===== src/ebusPkg.sv =====
package ebusPkg;

  // one EBUS data word, numbered 35..0 here rather than the KL10 0..35
  localparam int ebusWordWidth = 36;

  // Wishbone byte-free word address: device code in 4..2, function in 1..0
  localparam int wbAdrWidth = 5;

  localparam int aprFlagCount = 8;

  // levels 1..7 live in bits 0..6, level 0 means no level
  localparam int piLevelCount = 7;
  localparam int piLevelWidth = 3;

  typedef logic [ebusWordWidth-1:0] ebusWordT;

  typedef logic [piLevelWidth-1:0] piLevelT;

  // codes 3..7 decode to no device and read back as zero
  typedef enum logic [2:0] {
    devApr = 3'd0,
    devPi  = 3'd1,
    devMtr = 3'd2
  } ebusDevT;

  // bit 1 set means the host writes, clear means the device drives
  typedef enum logic [1:0] {
    funcDatai = 2'd0,
    funcConi  = 2'd1,
    funcDatao = 2'd2,
    funcCono  = 2'd3
  } ebusFuncT;

  // true for the two functions that put a device on the bus
  function automatic logic isReadFunc(ebusFuncT func);
    return (func == funcDatai) || (func == funcConi);
  endfunction

endpackage


===== src/ebusHostBridge.sv =====
module ebusHostBridge
  import ebusPkg::*;
(
  input  logic                  clk,
  input  logic                  reset,
  input  logic                  cyc,
  input  logic                  stb,
  input  logic [wbAdrWidth-1:0] adr,
  input  ebusWordT              datIn,
  output ebusWordT              datOut,
  output logic                  ack,
  output logic                  ebusReq,
  output ebusDevT               ebusCs,
  output ebusFuncT              ebusFunc,
  output ebusWordT              ebusDataOut,
  input  ebusWordT              ebusData
);

  // one Wishbone cycle becomes exactly one EBUS transfer
  typedef enum logic [1:0] {
    stIdle    = 2'd0,
    stRequest = 2'd1,
    stCapture = 2'd2
  } bridgeStateT;

  bridgeStateT state;
  logic        start;

  // a new cycle is only taken from idle, and never while ack is still up,
  // since the master keeps stb high through the ack cycle
  assign start = (state == stIdle) && cyc && stb && !ack;

  always_ff @(posedge clk) begin
    if (reset) begin
      state <= stIdle;
      ack   <= 1'b0;
    end else begin
      ack <= 1'b0;
      case (state)
        stIdle: begin
          if (start) begin
            state <= stRequest;
          end
        end
        stRequest: begin
          // devices apply writes or load their drivers at this edge
          state <= stCapture;
        end
        stCapture: begin
          state <= stIdle;
          ack   <= 1'b1;
        end
        default: begin
          state <= stIdle;
        end
      endcase
    end
  end

  // request fields are latched once and held for the whole transfer
  always_ff @(posedge clk) begin
    if (start) begin
      ebusCs      <= ebusDevT'(adr[wbAdrWidth-1:2]);
      ebusFunc    <= ebusFuncT'(adr[1:0]);
      ebusDataOut <= datIn;
    end
    if (state == stCapture) begin
      datOut <= ebusData;
    end
  end

  // the strobe lasts exactly the one request cycle
  assign ebusReq = (state == stRequest);

  // the master must still be holding its cycle when the slave answers
  ackInsideCycle: assert property (
    @(posedge clk) disable iff (reset)
    ack |-> (cyc && stb)
  ) else $error("ack raised outside a Wishbone cycle");

endmodule


===== src/aprRegs.sv =====
module aprRegs
  import ebusPkg::*;
(
  input  logic                    clk,
  input  logic                    reset,
  input  logic                    ebusReq,
  input  ebusDevT                 ebusCs,
  input  ebusFuncT                ebusFunc,
  input  ebusWordT                ebusDataOut,
  input  logic [aprFlagCount-1:0] errorEvents,
  output logic                    aprDriving,
  output ebusWordT                aprData,
  output logic                    aprIntReq,
  output piLevelT                 aprPiLevel
);

  logic [aprFlagCount-1:0] flags;
  logic [aprFlagCount-1:0] enables;
  piLevelT                 level;
  ebusWordT                breakReg;
  logic                    selected;
  logic [aprFlagCount-1:0] flagsNext;

  assign selected = ebusReq && (ebusCs == devApr);

  // CONO clears first, then sets, and error events land on top of that
  always_comb begin
    flagsNext = flags;
    if (selected && (ebusFunc == funcCono)) begin
      flagsNext = flagsNext & ~ebusDataOut[15:8];
      flagsNext = flagsNext | ebusDataOut[7:0];
    end
    flagsNext = flagsNext | errorEvents;
  end

  always_ff @(posedge clk) begin
    if (reset) begin
      flags      <= '0;
      enables    <= '0;
      level      <= '0;
      breakReg   <= '0;
      aprDriving <= 1'b0;
    end else begin
      flags      <= flagsNext;
      aprDriving <= selected && isReadFunc(ebusFunc);
      if (selected && (ebusFunc == funcCono)) begin
        enables <= ebusDataOut[23:16];
        level   <= ebusDataOut[26:24];
      end
      if (selected && (ebusFunc == funcDatao)) begin
        breakReg <= ebusDataOut;
      end
    end
  end

  // the read word only matters while aprDriving is high
  always_ff @(posedge clk) begin
    if (selected && (ebusFunc == funcConi)) begin
      aprData <= {17'd0, level, enables, flags};
    end else begin
      aprData <= breakReg;
    end
  end

  assign aprIntReq  = |(flags & enables);
  assign aprPiLevel = level;

endmodule


===== src/piCtrl.sv =====
module piCtrl
  import ebusPkg::*;
(
  input  logic                    clk,
  input  logic                    reset,
  input  logic                    ebusReq,
  input  ebusDevT                 ebusCs,
  input  ebusFuncT                ebusFunc,
  input  ebusWordT                ebusDataOut,
  input  logic                    aprIntReq,
  input  piLevelT                 aprPiLevel,
  input  logic [piLevelCount-1:0] piReqIn,
  output logic                    piDriving,
  output ebusWordT                piData,
  output piLevelT                 piLevel,
  output logic                    piRequest
);

  logic [piLevelCount-1:0] levelsOn;
  logic                    sysOn;
  logic [piLevelCount-1:0] aprMask;
  logic [piLevelCount-1:0] pending;
  logic [piLevelCount-1:0] active;
  logic                    selected;

  // lowest-numbered active level wins, zero when none is active
  function automatic piLevelT lowestLevel(logic [piLevelCount-1:0] bits);
    piLevelT found;
    found = '0;
    for (int i = piLevelCount - 1; i >= 0; i--) begin
      if (bits[i]) begin
        found = piLevelT'(i + 1);
      end
    end
    return found;
  endfunction

  assign selected = ebusReq && (ebusCs == devPi);

  // the APR asks at its assigned level, level 0 keeps it quiet
  always_comb begin
    aprMask = '0;
    if (aprIntReq && (aprPiLevel != '0)) begin
      aprMask[aprPiLevel - 1'b1] = 1'b1;
    end
  end

  assign pending = piReqIn | aprMask;
  assign active  = pending & levelsOn & {piLevelCount{sysOn}};

  always_ff @(posedge clk) begin
    if (reset) begin
      levelsOn  <= '0;
      sysOn     <= 1'b0;
      piDriving <= 1'b0;
      piLevel   <= '0;
      piRequest <= 1'b0;
    end else begin
      piDriving <= selected && isReadFunc(ebusFunc);
      piLevel   <= lowestLevel(active);
      piRequest <= |active;
      if (selected && (ebusFunc == funcCono)) begin
        // bit 16 wipes the system before the other fields apply
        levelsOn <= ((ebusDataOut[16] ? '0 : levelsOn) & ~ebusDataOut[13:7])
                    | ebusDataOut[6:0];
        if (ebusDataOut[14]) begin
          sysOn <= 1'b1;
        end else if (ebusDataOut[15] || ebusDataOut[16]) begin
          sysOn <= 1'b0;
        end
      end
    end
  end

  // DATAI has nothing behind it here and reads as zero
  always_ff @(posedge clk) begin
    if (selected && (ebusFunc == funcConi)) begin
      piData <= {21'd0, pending, sysOn, levelsOn};
    end else begin
      piData <= '0;
    end
  end

  levelWithRequest: assert property (
    @(posedge clk) disable iff (reset)
    piRequest |-> (piLevel != '0)
  ) else $error("interrupt request without a level");

endmodule


===== src/mtrTimeBase.sv =====
module mtrTimeBase
  import ebusPkg::*;
(
  input  logic     clk,
  input  logic     reset,
  input  logic     ebusReq,
  input  ebusDevT  ebusCs,
  input  ebusFuncT ebusFunc,
  input  ebusWordT ebusDataOut,
  output logic     mtrDriving,
  output ebusWordT mtrData
);

  ebusWordT timeBase;
  logic     enable;
  logic     selected;
  logic     conoHit;

  assign selected = ebusReq && (ebusCs == devMtr);
  assign conoHit  = selected && (ebusFunc == funcCono);

  always_ff @(posedge clk) begin
    if (reset) begin
      timeBase   <= '0;
      enable     <= 1'b0;
      mtrDriving <= 1'b0;
    end else begin
      mtrDriving <= selected && isReadFunc(ebusFunc);
      if (conoHit) begin
        enable <= ebusDataOut[0];
      end
      // a clear wins over the count on the same edge
      if (conoHit && ebusDataOut[1]) begin
        timeBase <= '0;
      end else if (enable) begin
        timeBase <= timeBase + 1'b1;
      end
    end
  end

  always_ff @(posedge clk) begin
    if (selected && (ebusFunc == funcConi)) begin
      mtrData <= {35'd0, enable};
    end else begin
      mtrData <= timeBase;
    end
  end

endmodule


===== src/ebusDriverMux.sv =====
module ebusDriverMux
  import ebusPkg::*;
(
  input  logic     clk,
  input  logic     aprDriving,
  input  ebusWordT aprData,
  input  logic     piDriving,
  input  ebusWordT piData,
  input  logic     mtrDriving,
  input  ebusWordT mtrData,
  output ebusWordT ebusData
);

  // fixed priority APR, PI, MTR as on the real backplane
  always_comb begin
    if (aprDriving) begin
      ebusData = aprData;
    end else if (piDriving) begin
      ebusData = piData;
    end else if (mtrDriving) begin
      ebusData = mtrData;
    end else begin
      ebusData = '0;
    end
  end

  // the bridge addresses one device at a time, so the priority never
  // has to break a tie
  singleDriver: assert property (
    @(posedge clk)
    $onehot0({aprDriving, piDriving, mtrDriving})
  ) else $error("more than one device drives the EBUS");

endmodule


===== src/ebusTop.sv =====
module ebusTop
  import ebusPkg::*;
(
  input  logic                    clk,
  input  logic                    reset,
  input  logic                    cyc,
  input  logic                    stb,
  input  logic                    we,
  input  logic [wbAdrWidth-1:0]   adr,
  input  ebusWordT                datIn,
  output ebusWordT                datOut,
  output logic                    ack,
  input  logic [aprFlagCount-1:0] errorEvents,
  input  logic [piLevelCount-1:0] piReqIn,
  output piLevelT                 piLevel,
  output logic                    piRequest
);

  logic     ebusReq;
  ebusDevT  ebusCs;
  ebusFuncT ebusFunc;
  ebusWordT ebusDataOut;
  ebusWordT ebusData;
  logic     aprDriving;
  ebusWordT aprData;
  logic     piDriving;
  ebusWordT piData;
  logic     mtrDriving;
  ebusWordT mtrData;
  logic     aprIntReq;
  piLevelT  aprPiLevel;

  // we stays on the port for bus compliance, the direction comes from adr
  ebusHostBridge bridge (
    .clk(clk), .reset(reset), .cyc(cyc), .stb(stb), .adr(adr),
    .datIn(datIn), .datOut(datOut), .ack(ack),
    .ebusReq(ebusReq), .ebusCs(ebusCs), .ebusFunc(ebusFunc),
    .ebusDataOut(ebusDataOut), .ebusData(ebusData)
  );

  aprRegs apr (
    .clk(clk), .reset(reset), .ebusReq(ebusReq), .ebusCs(ebusCs),
    .ebusFunc(ebusFunc), .ebusDataOut(ebusDataOut), .errorEvents(errorEvents),
    .aprDriving(aprDriving), .aprData(aprData),
    .aprIntReq(aprIntReq), .aprPiLevel(aprPiLevel)
  );

  piCtrl pi (
    .clk(clk), .reset(reset), .ebusReq(ebusReq), .ebusCs(ebusCs),
    .ebusFunc(ebusFunc), .ebusDataOut(ebusDataOut),
    .aprIntReq(aprIntReq), .aprPiLevel(aprPiLevel), .piReqIn(piReqIn),
    .piDriving(piDriving), .piData(piData),
    .piLevel(piLevel), .piRequest(piRequest)
  );

  mtrTimeBase mtr (
    .clk(clk), .reset(reset), .ebusReq(ebusReq), .ebusCs(ebusCs),
    .ebusFunc(ebusFunc), .ebusDataOut(ebusDataOut),
    .mtrDriving(mtrDriving), .mtrData(mtrData)
  );

  ebusDriverMux driverMux (
    .clk(clk),
    .aprDriving(aprDriving), .aprData(aprData),
    .piDriving(piDriving), .piData(piData),
    .mtrDriving(mtrDriving), .mtrData(mtrData),
    .ebusData(ebusData)
  );

endmodule


===== config.mk =====
export PLATFORM = sky130hd
export DESIGN_NAME = ebusTop
export DESIGN_NICKNAME = d
export VERILOG_FILES = /design/src/ebusPkg.sv /design/src/ebusHostBridge.sv /design/src/aprRegs.sv /design/src/piCtrl.sv /design/src/mtrTimeBase.sv /design/src/ebusDriverMux.sv /design/src/ebusTop.sv
export SDC_FILE = /design/constraint.sdc
export NUM_CORES = 1
export LEC_CHECK = 0
export ABC_AREA = 1
export BUFFER_PORTS_ARGS = -buffer_cell sky130_fd_sc_hd__buf_2
export CAP_MARGIN = 40
export CORE_MARGIN = 2
export CORE_UTILIZATION = 59
export CTS_CLUSTER_DIAMETER = 40
export DETAILED_ROUTE_END_ITERATION = 10
export PLACE_DENSITY_LB_ADDON = 0.08
export SLEW_MARGIN = 30
export SYNTH_ARGS = -nofsm -noshare
export SYNTH_HDL_FRONTEND = slang
export SYNTH_SLANG_ARGS = --single-unit

===== constraint.sdc =====
create_clock -name clk -period 5.7 [get_ports clk]
set_input_delay 0.57 -clock clk [delete_from_list [all_inputs] [get_ports clk]]
set_output_delay 0.57 -clock clk [all_outputs]
set_load 0.05 [all_outputs]

== After elaboration in Yosys (flattened, before gate mapping) ==
Index checks and enable logic that the tools add are counted.

* $add $sub $neg: 2
* Magnitude comparators: 2
* Equality and inequality tests: 8
* Muxes and demuxes: 22
* Bitwise logic cells: 11
* Reduce and logical (&&, ||, !) cells: 33

{| class="wikitable"
|+ Operators by type and width
! kind !! number
|-
| $mux 36 || 3
|-
| $add 36x1->36 const B || 1
|-
| $and 7x7->7 || 3
|-
| $logic_and 1x1->1 || 19
|-
| $mux 19 || 1
|-
| $and 8x8->8 || 2
|-
| $or 8x8->8 || 2
|-
| $mux 7 || 2
|-
| $or 7x7->7 || 2
|-
| $mux 3 || 4
|-
| $mux 8 || 1
|-
| $not 8->8 || 1
|-
| $reduce_or 8->1 || 1
|-
| $not 7->7 || 1
|-
| $reduce_or 7->1 || 1
|-
| $eq 2x2->1 const B || 3
|-
| $mux 1 || 6
|-
| $mux 2 || 3
|-
| $eq 2x1->1 const B || 2
|-
| $logic_not 2->1 || 2
|-
| $lt 3x4->1 const B || 1
|-
| $pmux 2 s2 || 1
|-
| $reduce_or 2->1 || 2
|-
| $reduce_or 4->1 || 1
|-
| 12 further kinds || 13
|}

* Register bits: 295
* Input bits: 61
* Output and inout bits: 41
* Word-level logic and storage cells: 105

== Logic depth before layout (Yosys ltp) ==
* Depth in word-level cells: 16
* Depth in mapped cells: 15
* Depth with buffers taken out: 15

== Hierarchy ==
From an unflattened synthesis, not the netlist that was laid out.

* Cell total of the unflattened synthesis: 1,439
* Area, all modules: 11,656.2 µm²

{| class="wikitable"
|+ By module, submodules not included
! module !! instances !! cells each !! area each (µm²)
|-
| aprRegs || 1 || 441 || 3,487.1
|-
| mtrTimeBase || 1 || 448 || 3,228.1
|-
| ebusHostBridge || 1 || 92 || 2,422.3
|-
| piCtrl || 1 || 186 || 1,417.6
|-
| ebusDriverMux || 1 || 272 || 1,101.1
|}

== Worst setup path after synthesis ==
OpenSTA, ideal clock, no wires.

* Path kind: reg-to-reg
* Start point: register bridge.ack
* End point: register bridge.ebusCs[0], enable pin
* Library setup time: 0.491 ns
* Arrival: 3.521 ns
* Required time: 5.209 ns
* Slack: 1.689 ns
* Stages on the path, launching flop included: 3
* Buffers on the path: 0
* Path through: dfxtp_1 -> nand3b_1 -> nor3_1

* Cells in the longest elaborated chain, start to end: 2

{| class="wikitable"
|+ RTL lines
! item !! RTL line !! text
|-
| start, declared || ebusHostBridge.sv:11 || <nowiki>output logic ack,</nowiki>
|-
| start signal, assigned || ebusHostBridge.sv:36 || <nowiki>ack <= 1'b0;</nowiki>
|-
| start signal, assigned || ebusHostBridge.sv:38 || <nowiki>ack <= 1'b0;</nowiki>
|-
| start signal, assigned || ebusHostBridge.sv:51 || <nowiki>ack <= 1'b1;</nowiki>
|-
| $logic_not 1->1 || ebusHostBridge.sv:31 || <nowiki>assign start = (state == stIdle) && cyc && stb && !ack;</nowiki>
|-
| $logic_and 1x1->1 || ebusHostBridge.sv:31 ||
|-
| via bridge.start || ebusHostBridge.sv:27 || <nowiki>logic start;</nowiki>
|-
| end signal, assigned || ebusHostBridge.sv:63 || <nowiki>ebusCs <= ebusDevT'(adr[wbAdrWidth-1:2]);</nowiki>
|-
| end, declared || ebusHostBridge.sv:13 || <nowiki>output ebusDevT ebusCs,</nowiki>
|}

The timed path passes the listed nets, and every way through them passes these cells.
A chain may end at the register's enable or synchronous reset.

== Worst setup path in the final report ==
* Start point: register bridge.state[0]
* End point: register apr.breakReg[35]

* Cells in the longest elaborated chain, start to end: 3

{| class="wikitable"
|+ RTL lines
! item !! RTL line !! text
|-
| start, declared || ebusHostBridge.sv:26 || <nowiki>bridgeStateT state;</nowiki>
|-
| start signal, assigned || ebusHostBridge.sv:35 || <nowiki>state <= stIdle;</nowiki>
|-
| start signal, assigned || ebusHostBridge.sv:42 || <nowiki>state <= stRequest;</nowiki>
|-
| start signal, assigned || ebusHostBridge.sv:47 || <nowiki>state <= stCapture;</nowiki>
|-
| $eq 2x1->1 || ebusHostBridge.sv:73 || <nowiki>assign ebusReq = (state == stRequest);</nowiki>
|-
| $logic_and 1x1->1 || aprRegs.sv:24 || <nowiki>assign selected = ebusReq && (ebusCs == devApr);</nowiki>
|-
| $logic_and 1x1->1 || aprRegs.sv:50 || <nowiki>if (selected && (ebusFunc == funcDatao)) begin</nowiki>
|-
| end signal, assigned || aprRegs.sv:51 || <nowiki>breakReg <= ebusDataOut;</nowiki>
|-
| end, declared || aprRegs.sv:20 || <nowiki>ebusWordT breakReg;</nowiki>
|}

No other way between the ends.

==> flow_summary_export.csv <==
group,metric,value,unit
run_status,outcome,"finished, final reports clean",
cts,postCtsSetupBuffers,0,
placement,post-dp-hpwl,15300,um
routing,drt-initial-drc-count,541,
timing,hold_viol,0,
synthesis,synth.avg_cell_area,9.01,um2
cts,cts-htree-levels,2,
layout,fin_nets,1307,
timing,tns,0,ps
power,power.density,353,nW/um2
routing,routed_wirelength,22800,um
global_routing,gr-usage-met3,4.06,%
worst_setup_path,arrival,2470,ps
worst_setup_path,regToRegEndpoint,"apr.breakReg[35]",
die,fp-row-count,48,
layout,syn_to_final_growth,18.4,%
cts,cts-resized-gates,0,
cts,clk_pin_slew,60,ps
global_routing,grt_pass1_wl,36800,um
cts,cts_made_buffers,36,
cts,cts-root-buf,"clkbuf_16",
timing,max_slew_margin,52.9,%
die,die_y,136,um
routing,vias_per_cell,5.18,
power,power,4.29,mW
global_routing,grt.total_usage,25.3,%
timing,fmax,0.473,GHz
routing,wire_per_inst,15.3,um
routing,ant_nets,0,
layout,drive_gt1_share,16.2,%
timing,clock_skew,16.6,ps
synthesis,syn_nets,1203,
routing,vias,7742,
timing,finalSetupViolCount,0,
timing,slew_violations,0,
global_routing,grtUsageMet2,40.4,%
timing,rsz0062_at_grt,"no",
power,p_leak,5.18,nW
global_routing,grt-ovfl-total,0,
cts,cts_hold_buf,0,
hold_path,worstHoldPathType,"in2reg",
synthesis,synth-seq-area-share,60.9,%
worst_setup_path,rrSetupSlack,3590,ps
synthesis,syn-instance-count,1139,
timing,worst_pin_slew,706,ps
global_routing,grt_max_degree,60,
layout,diodes,0,
worst_setup_path,critPathLaunchType,"flop",
synthesis,yosys_register_bits,274,
hold_path,whs_path_depth,1,
routing,drc,0,
global_routing,grt.busiest_layer,"met2",
die,die_w,136,um
cts,cts_tree,"done",
die,start_util,59.8,%
worst_setup_path,critPathMaxFanout,44,
die,die_area,18500,um2
global_routing,grt_pass1_vias,7310,
run,max-cap-violations,0,
timing,min_period_over_period,37.1,%
die,ios,102,
worst_setup_path,critPathKind,"reg2reg",
worst_setup_path,critPathCaptureType,"flop",
routing,firstDrtPassIters,5,
worst_setup_path,reg2reg_depth,8,
synthesis,syn_area,10300,um2
cts,clockBufferDepth,3,
hold_path,min_from,"datIn[32]",
cts,clkLatencyLatePin,500,ps
hold_path,hold_end,"bridge.ebusDataOut[32]",
die,core-area,17200,um2
power,peakVddDrop,0.384,mV
cts,clkSinkCount,274,
synthesis,yosysUniqueCellTypes,44,
worst_setup_path,reg2reg_from,"bridge.state[0]",
synthesis,yosysWarningCount,0,
global_routing,antenna_found_initial,0,
worst_setup_path,crit_required,6060,ps
timing,min_period,2110,ps
global_routing,use_met1,35.4,%
placement,gp_congestion,0.902,
placement,portBuffers,100,
[logic make-up (layout without fill, tap and decap cells)]
kind of cell,after synthesis,count (layout),synth area share [%]
flip-flops,274,274,60.9
XOR/XNOR,15,15,1.28
adder cells (fa/ha/maj),3,3,0.366
AO/OA/AOI/OAI,204,204,10.5
buffers and inverters,186,316,7.06
AND/OR/NAND/NOR,457,457,19.8
[stage by stage]
| step | cell area (um2) | setup slack (ps) | util [%] | std cells | hold slack (ps) |
|---|---|---|---|---|---|
| 2_1_floorplan | 10300 | 1690 | - | 1139 | 416 |
| 3_3_place_gp | 10900 | 3300 | 63.6 | 1427 | 425 |
| 3_5_place_dp | 11000 | 3280 | 63.8 | 1428 | 428 |
| 4_1_cts | 12100 | 3280 | 70.5 | 1492 | 221 |
| 5_1_grt | 12200 | 3380 | 70.8 | 1494 | 226 |
| 6_report | 12200 | 3590 | 70.8 | 1494 | 234 |
[critical path, stage by stage (launching register included)]
cell	delay, ps
dfxtp_1	480
nand2_2	140
nor2_2	120
nand2_2	100
nor3_2	110
buf_4	300
inv_2	340
o21ai_0	290
a21oi_1	60
[layer usage]
| layer | routed length (um) | vias to the layer above | share of wire (%) |
|---|---|---|---|
| met2 | 10500 | 218 | 46 |
| met3 | 1190 | 50 | 5.2 |
| li1 | - | 3902 | - |
| met1 | 10600 | 3572 | 46 |
| met5 | 0 | - | 0 |
| met4 | 584 | 0 | 2.6 |
[report_power, final]
group | total, mW | leakage (nW) | switching (mW) | internal (mW)
Combinational | 0.0923 | 2.30 | 0.0609 | 0.0314
Sequential | 2.04 | 2.32 | 0.0150 | 2.03
Clock | 2.16 | 0.568 | 0.837 | 1.32
Total | 4.29 | 5.18 | 0.913 | 3.38
[area by class of cell]
type / instances / area (um2)
repair buffers: 110 / 616
clock inverters: 18 / 184
well taps: 225 / 282
flip-flops and latches: 274 / 6260
fillers: 1375 / 5020
inverters: 142 / 536
clock buffers: 46 / 980
multi-input cells: 679 / 3300
[flip-flops by register name, summed over array words and instances, names as in the netlist, 3 cells and up]
signal / cells
apr.aprData: 36
apr.breakReg: 36
bridge.datOut: 36
bridge.ebusDataOut: 36
mtr.mtrData: 36
mtr.timeBase: 36
pi.piData: 15
apr.enables: 8
apr.flags: 8
pi.levelsOn: 7
apr.aprPiLevel: 3
bridge.ebusCs: 3
pi.piLevel: 3
[Yosys cell counts (all sizes together)]
cell type,n,area [um2]
a211oi,1,7.51
a21oi,68,340
a22oi,15,113
a31oi,3,18.8
and2,1,6.26
buf,13,71.3
clkbuf,31,118
dfxtp,197,3940
edfxtp,77,2310
ha,3,37.5
inv,142,536
nand2,248,953
nand2b,1,6.26
nand3,50,260
nand3b,3,22.5
nand4,8,56.3
nor2,119,517
nor3,14,90.1
nor4,9,98.8
o21a,1,7.51
o21ai,115,587
o21bai,1,7.51
or2,4,25.0
xnor2,5,43.8
xor2,10,87.6
[worst max path at each step]
stage	to	slack (ps)	cells after the start	start
after floorplan	bridge.ebusCs[0]	1690	2	bridge.ack
after global placement	mtr.timeBase[15]	3300	6	bridge.ebusCs[0]
after detailed placement	mtr.timeBase[15]	3280	7	bridge.state[0]
after CTS	mtr.timeBase[15]	3280	7	bridge.state[0]
after global routing	apr.breakReg[35]	3380	8	bridge.state[0]
final	apr.breakReg[35]	3590	8	bridge.state[0]
[placed cells by master (no fill, tap or decap), types with 4 or more instances in the layout]
| cell type | n |
|---|---|
| nand3_1 | 48 |
| clkbuf_16 | 37 |
| xnor2_1 | 5 |
| nor2_4 | 5 |
| nor2_1 | 108 |
| xor2_1 | 10 |
| o21ai_0 | 101 |
| edfxtp_1 | 77 |
| inv_1 | 134 |
| a21oi_1 | 68 |
| buf_4 | 8 |
| a22oi_1 | 15 |
| nor2_2 | 4 |
| nor4_1 | 5 |
| nor3_1 | 9 |
| dfxtp_1 | 197 |
| clkinv_4 | 6 |
| o21ai_1 | 13 |
| nand4_1 | 7 |
| inv_2 | 7 |
| clkbuf_1 | 7 |
| buf_2 | 100 |
| nor3_2 | 5 |
| nand2_1 | 243 |
| clkinv_2 | 5 |
No activity file was read; power rests on OpenSTA's default activity.
